### src/common/rvv_alu_pkg.sv
package rvv_alu_pkg;

  // vector register length in bits
  localparam int unsigned VLEN = 128;

  // scalar result width for vcpop
  localparam int unsigned XLEN = 32;

  // elements per prefix half
  localparam int unsigned HALF_LEN = VLEN / 2;

  // element widths
  localparam int unsigned BYTE_WIDTH  = 8;
  localparam int unsigned HWORD_WIDTH = 16;
  localparam int unsigned WORD_WIDTH  = 32;

  // elements of each width in one register
  localparam int unsigned VLENB       = VLEN / BYTE_WIDTH;
  localparam int unsigned VLEN_HWORDS = VLEN / HWORD_WIDTH;
  localparam int unsigned VLEN_WORDS  = VLEN / WORD_WIDTH;

  // 8 uops cover a full EEW8 viota
  localparam int unsigned UOP_INDEX_WIDTH = 3;

  localparam int unsigned ROB_ENTRY_WIDTH = 4;

  // counts include the all-set case, hence the extra bit
  localparam int unsigned HALF_COUNT_WIDTH = $clog2(HALF_LEN) + 1;
  localparam int unsigned ELEM_COUNT_WIDTH = $clog2(VLEN) + 1;

  typedef logic [VLEN-1:0] vreg_t;

  typedef logic [ROB_ENTRY_WIDTH-1:0] rob_entry_t;

  typedef logic [UOP_INDEX_WIDTH-1:0] uop_index_t;

  // 0 to 64 within one half
  typedef logic [HALF_COUNT_WIDTH-1:0] half_count_t;

  // 0 to 128 over the whole register
  typedef logic [ELEM_COUNT_WIDTH-1:0] elem_count_t;

  // destination element width
  typedef enum logic [1:0] {
    EEW8  = 2'd0,
    EEW16 = 2'd1,
    EEW32 = 2'd2
  } eew_t;

  // mask alu sub-opcodes
  typedef enum logic [2:0] {
    OP_VMAND = 3'd0,
    OP_VMOR  = 3'd1,
    OP_VMXOR = 3'd2,
    OP_VCPOP = 3'd3,
    OP_VIOTA = 3'd4
  } alu_op_t;

endpackage

### src/alu_unit/rvv_alu_execution_p0.sv
`timescale 1ns/1ps

module rvv_alu_execution_p0 (
  input  logic                                                 clk,
  input  logic                                                 rst_n,

  // uop from dispatch
  input  logic                                                 uop_valid,
  input  rvv_alu_pkg::alu_op_t                                 uop_opcode,
  input  rvv_alu_pkg::eew_t                                    vd_eew,
  input  rvv_alu_pkg::uop_index_t                              uop_index,
  input  rvv_alu_pkg::vreg_t                                   vs1_mask,
  input  rvv_alu_pkg::vreg_t                                   vs2_mask,
  input  rvv_alu_pkg::vreg_t                                   v0_mask,
  input  logic                                                 vm,
  input  rvv_alu_pkg::rob_entry_t                              rob_entry,

  // registered stage toward p1
  output logic                                                 p1_valid,
  output rvv_alu_pkg::alu_op_t                                 p1_opcode,
  output rvv_alu_pkg::eew_t                                    p1_eew,
  output rvv_alu_pkg::uop_index_t                              p1_uop_index,
  output rvv_alu_pkg::rob_entry_t                              p1_rob_entry,
  output rvv_alu_pkg::vreg_t                                   p1_logic_data,
  output rvv_alu_pkg::half_count_t [rvv_alu_pkg::HALF_LEN-1:0] p1_prefix_lo,
  output rvv_alu_pkg::half_count_t [rvv_alu_pkg::HALF_LEN-1:0] p1_prefix_hi,
  output rvv_alu_pkg::half_count_t                             p1_total_lo,
  output rvv_alu_pkg::half_count_t                             p1_total_hi
);

  rvv_alu_pkg::vreg_t                                   active;
  rvv_alu_pkg::vreg_t                                   vs2_active;
  rvv_alu_pkg::vreg_t                                   logic_data;
  rvv_alu_pkg::half_count_t [rvv_alu_pkg::HALF_LEN-1:0] prefix_lo;
  rvv_alu_pkg::half_count_t [rvv_alu_pkg::HALF_LEN-1:0] prefix_hi;
  rvv_alu_pkg::half_count_t                             total_lo;
  rvv_alu_pkg::half_count_t                             total_hi;

  // unmasked uops see every element as active
  assign active = vm ? '1 : v0_mask;

  assign vs2_active = vs2_mask & active;

  // mask logical ops work on all bits regardless of activity
  always_comb begin
    case (uop_opcode)
      rvv_alu_pkg::OP_VMAND: begin
        logic_data = vs2_mask & vs1_mask;
      end
      rvv_alu_pkg::OP_VMOR: begin
        logic_data = vs2_mask | vs1_mask;
      end
      rvv_alu_pkg::OP_VMXOR: begin
        logic_data = vs2_mask ^ vs1_mask;
      end
      default: begin
        logic_data = '0;
      end
    endcase
  end

  // exclusive running counts, both halves side by side
  // so the 64-bit chains stay short ahead of the register
  always_comb begin
    rvv_alu_pkg::half_count_t run_lo;
    rvv_alu_pkg::half_count_t run_hi;

    run_lo = '0;
    run_hi = '0;
    for (int i = 0; i < rvv_alu_pkg::HALF_LEN; i++) begin
      prefix_lo[i] = run_lo;
      prefix_hi[i] = run_hi;
      run_lo = run_lo + rvv_alu_pkg::half_count_t'(vs2_active[i]);
      run_hi = run_hi + rvv_alu_pkg::half_count_t'(vs2_active[rvv_alu_pkg::HALF_LEN + i]);
    end
    total_lo = run_lo;
    total_hi = run_hi;
  end

  always_ff @(posedge clk or negedge rst_n) begin
    if (!rst_n) begin
      p1_valid <= 1'b0;
    end else begin
      p1_valid <= uop_valid;
    end
  end

  // payload only moves with a valid uop
  always_ff @(posedge clk) begin
    if (uop_valid) begin
      p1_opcode     <= uop_opcode;
      p1_eew        <= vd_eew;
      p1_uop_index  <= uop_index;
      p1_rob_entry  <= rob_entry;
      p1_logic_data <= logic_data;
      p1_prefix_lo  <= prefix_lo;
      p1_prefix_hi  <= prefix_hi;
      p1_total_lo   <= total_lo;
      p1_total_hi   <= total_hi;
    end
  end

endmodule

### src/alu_unit/rvv_alu_execution_p1.sv
`timescale 1ns/1ps

module rvv_alu_execution_p1 (
  input  logic                                                 p1_valid,
  input  rvv_alu_pkg::alu_op_t                                 p1_opcode,
  input  rvv_alu_pkg::eew_t                                    p1_eew,
  input  rvv_alu_pkg::uop_index_t                              p1_uop_index,
  input  rvv_alu_pkg::rob_entry_t                              p1_rob_entry,
  input  rvv_alu_pkg::vreg_t                                   p1_logic_data,
  input  rvv_alu_pkg::half_count_t [rvv_alu_pkg::HALF_LEN-1:0] p1_prefix_lo,
  input  rvv_alu_pkg::half_count_t [rvv_alu_pkg::HALF_LEN-1:0] p1_prefix_hi,
  input  rvv_alu_pkg::half_count_t                             p1_total_lo,
  input  rvv_alu_pkg::half_count_t                             p1_total_hi,

  // result toward the rob
  output logic                                                 result_valid,
  output rvv_alu_pkg::rob_entry_t                              result_rob_entry,
  output rvv_alu_pkg::vreg_t                                   result_data
);

  rvv_alu_pkg::elem_count_t [rvv_alu_pkg::VLEN-1:0] viota_table;
  rvv_alu_pkg::elem_count_t                         vcpop_count;
  logic [rvv_alu_pkg::XLEN-1:0]                     result_vcpop;
  rvv_alu_pkg::vreg_t                               viota8;
  rvv_alu_pkg::vreg_t                               viota16;
  rvv_alu_pkg::vreg_t                               viota32;
  rvv_alu_pkg::vreg_t                               viota_packed;

  // upper half is offset by everything counted below element 64
  for (genvar j = 0; j < rvv_alu_pkg::HALF_LEN; j++) begin : g_viota_table
    assign viota_table[j] = rvv_alu_pkg::elem_count_t'(p1_prefix_lo[j]);
    assign viota_table[rvv_alu_pkg::HALF_LEN + j] =
      rvv_alu_pkg::elem_count_t'(p1_prefix_hi[j]) + rvv_alu_pkg::elem_count_t'(p1_total_lo);
  end

  assign vcpop_count  = rvv_alu_pkg::elem_count_t'(p1_total_lo) +
                        rvv_alu_pkg::elem_count_t'(p1_total_hi);
  assign result_vcpop = rvv_alu_pkg::XLEN'(vcpop_count);

  // uop_index picks which slice of the table lands in vd
  for (genvar j = 0; j < rvv_alu_pkg::VLENB; j++) begin : g_viota8
    assign viota8[j*rvv_alu_pkg::BYTE_WIDTH +: rvv_alu_pkg::BYTE_WIDTH] =
      viota_table[{p1_uop_index, 4'(j)}];
  end

  for (genvar j = 0; j < rvv_alu_pkg::VLEN_HWORDS; j++) begin : g_viota16
    assign viota16[j*rvv_alu_pkg::HWORD_WIDTH +: rvv_alu_pkg::HWORD_WIDTH] =
      rvv_alu_pkg::HWORD_WIDTH'(viota_table[{1'b0, p1_uop_index, 3'(j)}]);
  end

  for (genvar j = 0; j < rvv_alu_pkg::VLEN_WORDS; j++) begin : g_viota32
    assign viota32[j*rvv_alu_pkg::WORD_WIDTH +: rvv_alu_pkg::WORD_WIDTH] =
      rvv_alu_pkg::WORD_WIDTH'(viota_table[{2'b00, p1_uop_index, 2'(j)}]);
  end

  always_comb begin
    case (p1_eew)
      rvv_alu_pkg::EEW16: begin
        viota_packed = viota16;
      end
      rvv_alu_pkg::EEW32: begin
        viota_packed = viota32;
      end
      default: begin
        viota_packed = viota8;
      end
    endcase
  end

  // logical result passes through unless a count op overrides it
  always_comb begin
    case (p1_opcode)
      rvv_alu_pkg::OP_VCPOP: begin
        result_data = rvv_alu_pkg::vreg_t'(result_vcpop);
      end
      rvv_alu_pkg::OP_VIOTA: begin
        result_data = viota_packed;
      end
      default: begin
        result_data = p1_logic_data;
      end
    endcase
  end

  assign result_valid     = p1_valid;
  assign result_rob_entry = p1_rob_entry;

endmodule

### src/source/rvv_alu_unit.sv
`timescale 1ns/1ps

module rvv_alu_unit (
  input  logic                    clk,
  input  logic                    rst_n,
  input  logic                    uop_valid,
  input  rvv_alu_pkg::alu_op_t    uop_opcode,
  input  rvv_alu_pkg::eew_t       vd_eew,
  input  rvv_alu_pkg::uop_index_t uop_index,
  input  rvv_alu_pkg::vreg_t      vs1_mask,
  input  rvv_alu_pkg::vreg_t      vs2_mask,
  input  rvv_alu_pkg::vreg_t      v0_mask,
  input  logic                    vm,
  input  rvv_alu_pkg::rob_entry_t rob_entry,
  output logic                    result_valid,
  output rvv_alu_pkg::rob_entry_t result_rob_entry,
  output rvv_alu_pkg::vreg_t      result_data
);

  // p0 to p1 stage register outputs
  logic                                                 p1_valid;
  rvv_alu_pkg::alu_op_t                                 p1_opcode;
  rvv_alu_pkg::eew_t                                    p1_eew;
  rvv_alu_pkg::uop_index_t                              p1_uop_index;
  rvv_alu_pkg::rob_entry_t                              p1_rob_entry;
  rvv_alu_pkg::vreg_t                                   p1_logic_data;
  rvv_alu_pkg::half_count_t [rvv_alu_pkg::HALF_LEN-1:0] p1_prefix_lo;
  rvv_alu_pkg::half_count_t [rvv_alu_pkg::HALF_LEN-1:0] p1_prefix_hi;
  rvv_alu_pkg::half_count_t                             p1_total_lo;
  rvv_alu_pkg::half_count_t                             p1_total_hi;

  rvv_alu_execution_p0 u_p0 (
    .clk           (clk),
    .rst_n         (rst_n),
    .uop_valid     (uop_valid),
    .uop_opcode    (uop_opcode),
    .vd_eew        (vd_eew),
    .uop_index     (uop_index),
    .vs1_mask      (vs1_mask),
    .vs2_mask      (vs2_mask),
    .v0_mask       (v0_mask),
    .vm            (vm),
    .rob_entry     (rob_entry),
    .p1_valid      (p1_valid),
    .p1_opcode     (p1_opcode),
    .p1_eew        (p1_eew),
    .p1_uop_index  (p1_uop_index),
    .p1_rob_entry  (p1_rob_entry),
    .p1_logic_data (p1_logic_data),
    .p1_prefix_lo  (p1_prefix_lo),
    .p1_prefix_hi  (p1_prefix_hi),
    .p1_total_lo   (p1_total_lo),
    .p1_total_hi   (p1_total_hi)
  );

  rvv_alu_execution_p1 u_p1 (
    .p1_valid         (p1_valid),
    .p1_opcode        (p1_opcode),
    .p1_eew           (p1_eew),
    .p1_uop_index     (p1_uop_index),
    .p1_rob_entry     (p1_rob_entry),
    .p1_logic_data    (p1_logic_data),
    .p1_prefix_lo     (p1_prefix_lo),
    .p1_prefix_hi     (p1_prefix_hi),
    .p1_total_lo      (p1_total_lo),
    .p1_total_hi      (p1_total_hi),
    .result_valid     (result_valid),
    .result_rob_entry (result_rob_entry),
    .result_data      (result_data)
  );

endmodule

### config.mk
export PLATFORM = sky130hd
export DESIGN_NAME = rvv_alu_unit
export DESIGN_NICKNAME = d
export VERILOG_FILES = /design/src/common/rvv_alu_pkg.sv /design/src/alu_unit/rvv_alu_execution_p0.sv /design/src/alu_unit/rvv_alu_execution_p1.sv /design/src/source/rvv_alu_unit.sv
export SDC_FILE = /design/constraint.sdc
export NUM_CORES = 2
export LEC_CHECK = 0
export CAP_MARGIN = 20
export CORE_MARGIN = 4
export CORE_UTILIZATION = 66
export CTS_CLUSTER_SIZE = 40
export DETAILED_ROUTE_END_ITERATION = 16
export DONT_BUFFER_PORTS = 1
export GPL_ROUTABILITY_DRIVEN = 0
export PLACE_DENSITY = 0.85
export SYNTH_ARGS = -nofsm -noshare
export SYNTH_HDL_FRONTEND = slang
export SYNTH_SLANG_ARGS = --single-unit
### constraint.sdc
create_clock -name clk -period 7.6 [get_ports clk]
set_input_delay 0.38 -clock clk [delete_from_list [all_inputs] [get_ports clk]]
set_output_delay 0.38 -clock clk [all_outputs]
set_load 0.02 [all_outputs]
==> flow_summary.toml, run 1 <==
[logic_synthesis]
yosysMostFrequentCell = "edfxtp_1"
synth.top_cell.area_share = 0.341
synth.distinct_cells = 121
ys.flop_type = "edfxtp_1"
yosys.area.top_type = "edfxtp_1"
synth_seq_cells = 995
syn-mean-instance-area_sq_um = 10.6
syn-instance-count = 8242
synthTopCellsByCount = "994 x edfxtp_1, 938 x ha_1, 759 x nor2_1, 592 x xnor2_1, 542 x inv_1"
synth_area_sq_um = 87600
synth_area_leaders = "edfxtp_1 34%, ha_1 13%, mux4_2 7.0%"
seq_area_frac_synth = 0.341
synth_edf_count = 994
async_reset_ff_frac = 0.00101
ys_warn_count = 0

[clocking]
cts_max_level = 3
cts.sink_count = 995
clockRootBuffer = "clkbuf_16"
cts_max_path_buffers = 3
cts_made_buffers = 114

[floorplanning]
ios = 533
initial_core_util = 0.665
die_h_um = 372
rows = 133
die_x_um = 372

[grt]
grt_max_degree = 254
grt_overflow = 1786
first_global_vias = 109000
grt_first_pass_wirelength_um = 855000
track_usage = 0.854

[placed_design]
dp_cells = 11400
placed_area_sq_um = 105000
io_buffers = 0
hpwl_um = 329000

[run_status]
status = "aborted with a tool error"
haltStage = "global routing (5_1_grt)"
error = "[ERROR GRT-0116] Global routing finished with congestion. Check the congestion regions in the DRC Viewer."
-- kinds of logic after synthesis --
kind of cell    count (synthesis)  synth area share
xor+xnor                     1031             0.124
simple gates                 1895            0.0978
mux                           622             0.111
buf+inv                       916            0.0402
other cells                     1         0.0000428
flops                         995             0.341
fa+ha+maj                    1033             0.152
compound gates               1749             0.133
-- what timing repair did --
| item | 4_1_cts |
|---|---|
| cloned | 1 |
| pin swaps | 124 |
| setup buffers | 119 |
| gates resized for setup | 252 |
| hold buffers | 21 |
| hold endpoints to repair | 143 |
| setup endpoints to repair | 579 |
-- layer usage --
metal / global-route usage / overflow
met1: 0.831 / 209
met2: 0.940 / 798
met3: 0.800 / 201
met4: 0.851 / 549
met5: 0.686 / 29
-- per-stage QoR --
step	hold slack (ps)	worst slack [ps]	util
after floorplan	84.4	-10020	-
after detailed placement	84.5	-10620	0.795
after global placement	84.5	-10160	0.795
after CTS	1.39	-9640	0.842
==> run 2, diff against run 1 <==
--- a/config.mk
+++ b/config.mk
@@ -7,12 +7,11 @@
 export LEC_CHECK = 0
 export CAP_MARGIN = 20
 export CORE_MARGIN = 4
-export CORE_UTILIZATION = 66
-export CTS_CLUSTER_SIZE = 40
+export CORE_UTILIZATION = 40
 export DETAILED_ROUTE_END_ITERATION = 16
 export DONT_BUFFER_PORTS = 1
 export GPL_ROUTABILITY_DRIVEN = 0
-export PLACE_DENSITY = 0.85
+export PLACE_DENSITY_LB_ADDON = 0.15
 export SYNTH_ARGS = -nofsm -noshare
 export SYNTH_HDL_FRONTEND = slang
 export SYNTH_SLANG_ARGS = --single-unit
==> flow_summary.toml, run 2 <==
[run_status]
status = "finished, violations left"
violations = "max-slew violations, negative setup slack"

[critical_path]
crit_arrival_ps = 17750
crit_path_end_kind = "flop"
slowest_delay_ps = 500
critPathMaxFanout = 128
critPathKind = "in -> reg"
crit_top_cell = "ha_4"
critical-path-slowest-cell = "fa_1"
cp-start-kind = "input pin"
cp.required_ps = 8180

[drt]
ant_nets = 0
vias = 79200
drt_iter0_markers = 9714
wl_per_cell_um = 34.9
routed_via_density = 6.10
wl_um = 454000
first_pass_iters = 6
drc = 0

[placed_design]
io_buffers = 0
placed_area_sq_um = 107000
hpwl_um = 361000

[clocking]
path_clk_slew_ps = 60
cts_tree = "yes"
clockRootBuffer = "clkbuf_16"
cts_max_path_buffers = 3
cts_made_buffers = 131
cts.sink_count = 995
cts_max_level = 4

[final_layout]
syn_to_final_growth_pct = 30.2
fin_nets = 11400
fill_cells = 19400
final_cell_area_sq_um = 114000
drive_gt1_frac = 0.305
layout_commonest_cell = "buf_4"
final_cell_mix = "1773 x buf_4, 994 x edfxtp_1, 782 x ha_1, 733 x nor2_1, 523 x inv_1"
reg_top3 = "u_p0.p1_prefix_hi: 420 flops, u_p0.p1_prefix_lo: 420 flops, u_p0.p1_logic_data: 128 flops"

[logic_synthesis]
yosysMostFrequentCell = "edfxtp_1"
synth_seq_cells = 995
synthTopCellsByCount = "994 x edfxtp_1, 938 x ha_1, 759 x nor2_1, 592 x xnor2_1, 542 x inv_1"
ys_warn_count = 0
synth_edf_count = 994
synth.distinct_cells = 121
syn-instance-count = 8242
async_reset_ff_frac = 0.00101
synth.top_cell.area_share = 0.341
ys.flop_type = "edfxtp_1"
yosys.area.top_type = "edfxtp_1"
synth_area_leaders = "edfxtp_1 34%, ha_1 13%, mux4_2 7.0%"
synth_area_sq_um = 87600
syn-mean-instance-area_sq_um = 10.6
seq_area_frac_synth = 0.341

[floorplanning]
initial_core_util = 0.403
ios = 533
core_sq_um = 217000
die_h_um = 476
die_x_um = 476
rows = 171
die_area_sq_um = 226000

[timing]
setup-tns-final_ps = -2764850
relSlewSlack = -0.0304
holdWs_ps = 33.5
setup_viol = 570
period_minus_slack_ps = 17180
max_clock_freq_mhz = 58.2
setup_slack_ps = -9580
final_max_slew_viol_count = 47
finalHoldViolations = 0
worst_pin_slew_ps = 1550
period_share = 2.26
rsz0062_at_grt = "true"

[flow_run]
drv_cap = 0

[grt]
first_global_vias = 75600
grt_max_degree = 228
track_usage = 0.393
antenna_found_initial = 71
grt_first_pass_wirelength_um = 608000
grt_overflow = 0

[hold_path]
min_path_type = "in -> reg"
## run 2: cell counts after synthesis
No cell type changed its count.
## run 2: worst max-delay path: cells and delay by family
| family | cells | cell delay [ps] |
|---|---|---|
| AO/OA/AOI/OAI | 3 | 640 |
| XOR/XNOR | 10 | 2130 |
| adder cells (fa/ha/maj) | 51 | 12660 |
| buffers and inverters | 6 | 640 |
| AND/OR/NAND/NOR | 8 | 1200 |
## run 2: final timing paths
path,cells after the start,endpoint,start
max in group asynchronous,2,u_p0.p1_valid$_DFF_PN0_,rst_n
worst min-delay path,1,u_p0.p1_prefix_lo[341]$_DFFE_PP_,uop_valid
min in group asynchronous,2,u_p0.p1_valid$_DFF_PN0_,rst_n
worst max-delay path,78,u_p0.p1_total_hi[4]$_DFFE_PP_,vm
## run 2: cells by family after synthesis
logic type               after synthesis  share of synthesized area
AO/OA/AOI/OAI                       1749                      0.133
other                                  1                  0.0000428
flip-flops                           995                      0.341
AND/OR/NAND/NOR                     1895                     0.0978
adder cells (fa/ha/maj)             1033                      0.152
XOR/XNOR                            1031                      0.124
multiplexers                         622                      0.111
buffers and inverters                916                     0.0402
## run 2: routing by layer
layer	part of all wire	track usage	wire length [um]
met5	0.00019	0	85
met2	0.42	0.579	192000
met4	0.12	0.370	53000
met3	0.11	0.128	50800
met1	0.35	0.448	158000
## run 2: repair_timing
action,4_1_cts,5_1_grt
pin swaps,42,114
gates resized for setup,114,194
buffers inserted,28,40
hold buffers,25,1
endpoints found under the setup margin,564,573
hold endpoints to repair,211,1
## run 2: final cells by class
cell class,count,area [sq um],area share
antenna,58,145,0.00127
clock inverter,74,729,0.00640
tap,2854,3570,0.0313
multi-input combinational,6354,58600,0.514
clock buffer,157,3500,0.0307
inverter,563,2130,0.0186
timing repair buffer,1923,15500,0.136
sequential,995,29900,0.262
## run 2: metrics by stage
| step | cells | util | setup slack, ps |
|---|---|---|---|
| after floorplan | 8265 | - | -10020 |
| after global placement | 12600 | 0.492 | -10350 |
| after detailed placement | 12600 | 0.493 | -10430 |
| after CTS | 12900 | 0.517 | -9430 |
| after global routing | 12900 | 0.524 | -9820 |
| final | 13000 | 0.524 | -9580 |
Power of run 2 is not shown: default switching activity piles up to over one toggle a cycle in this logic, so the estimate is an artifact.
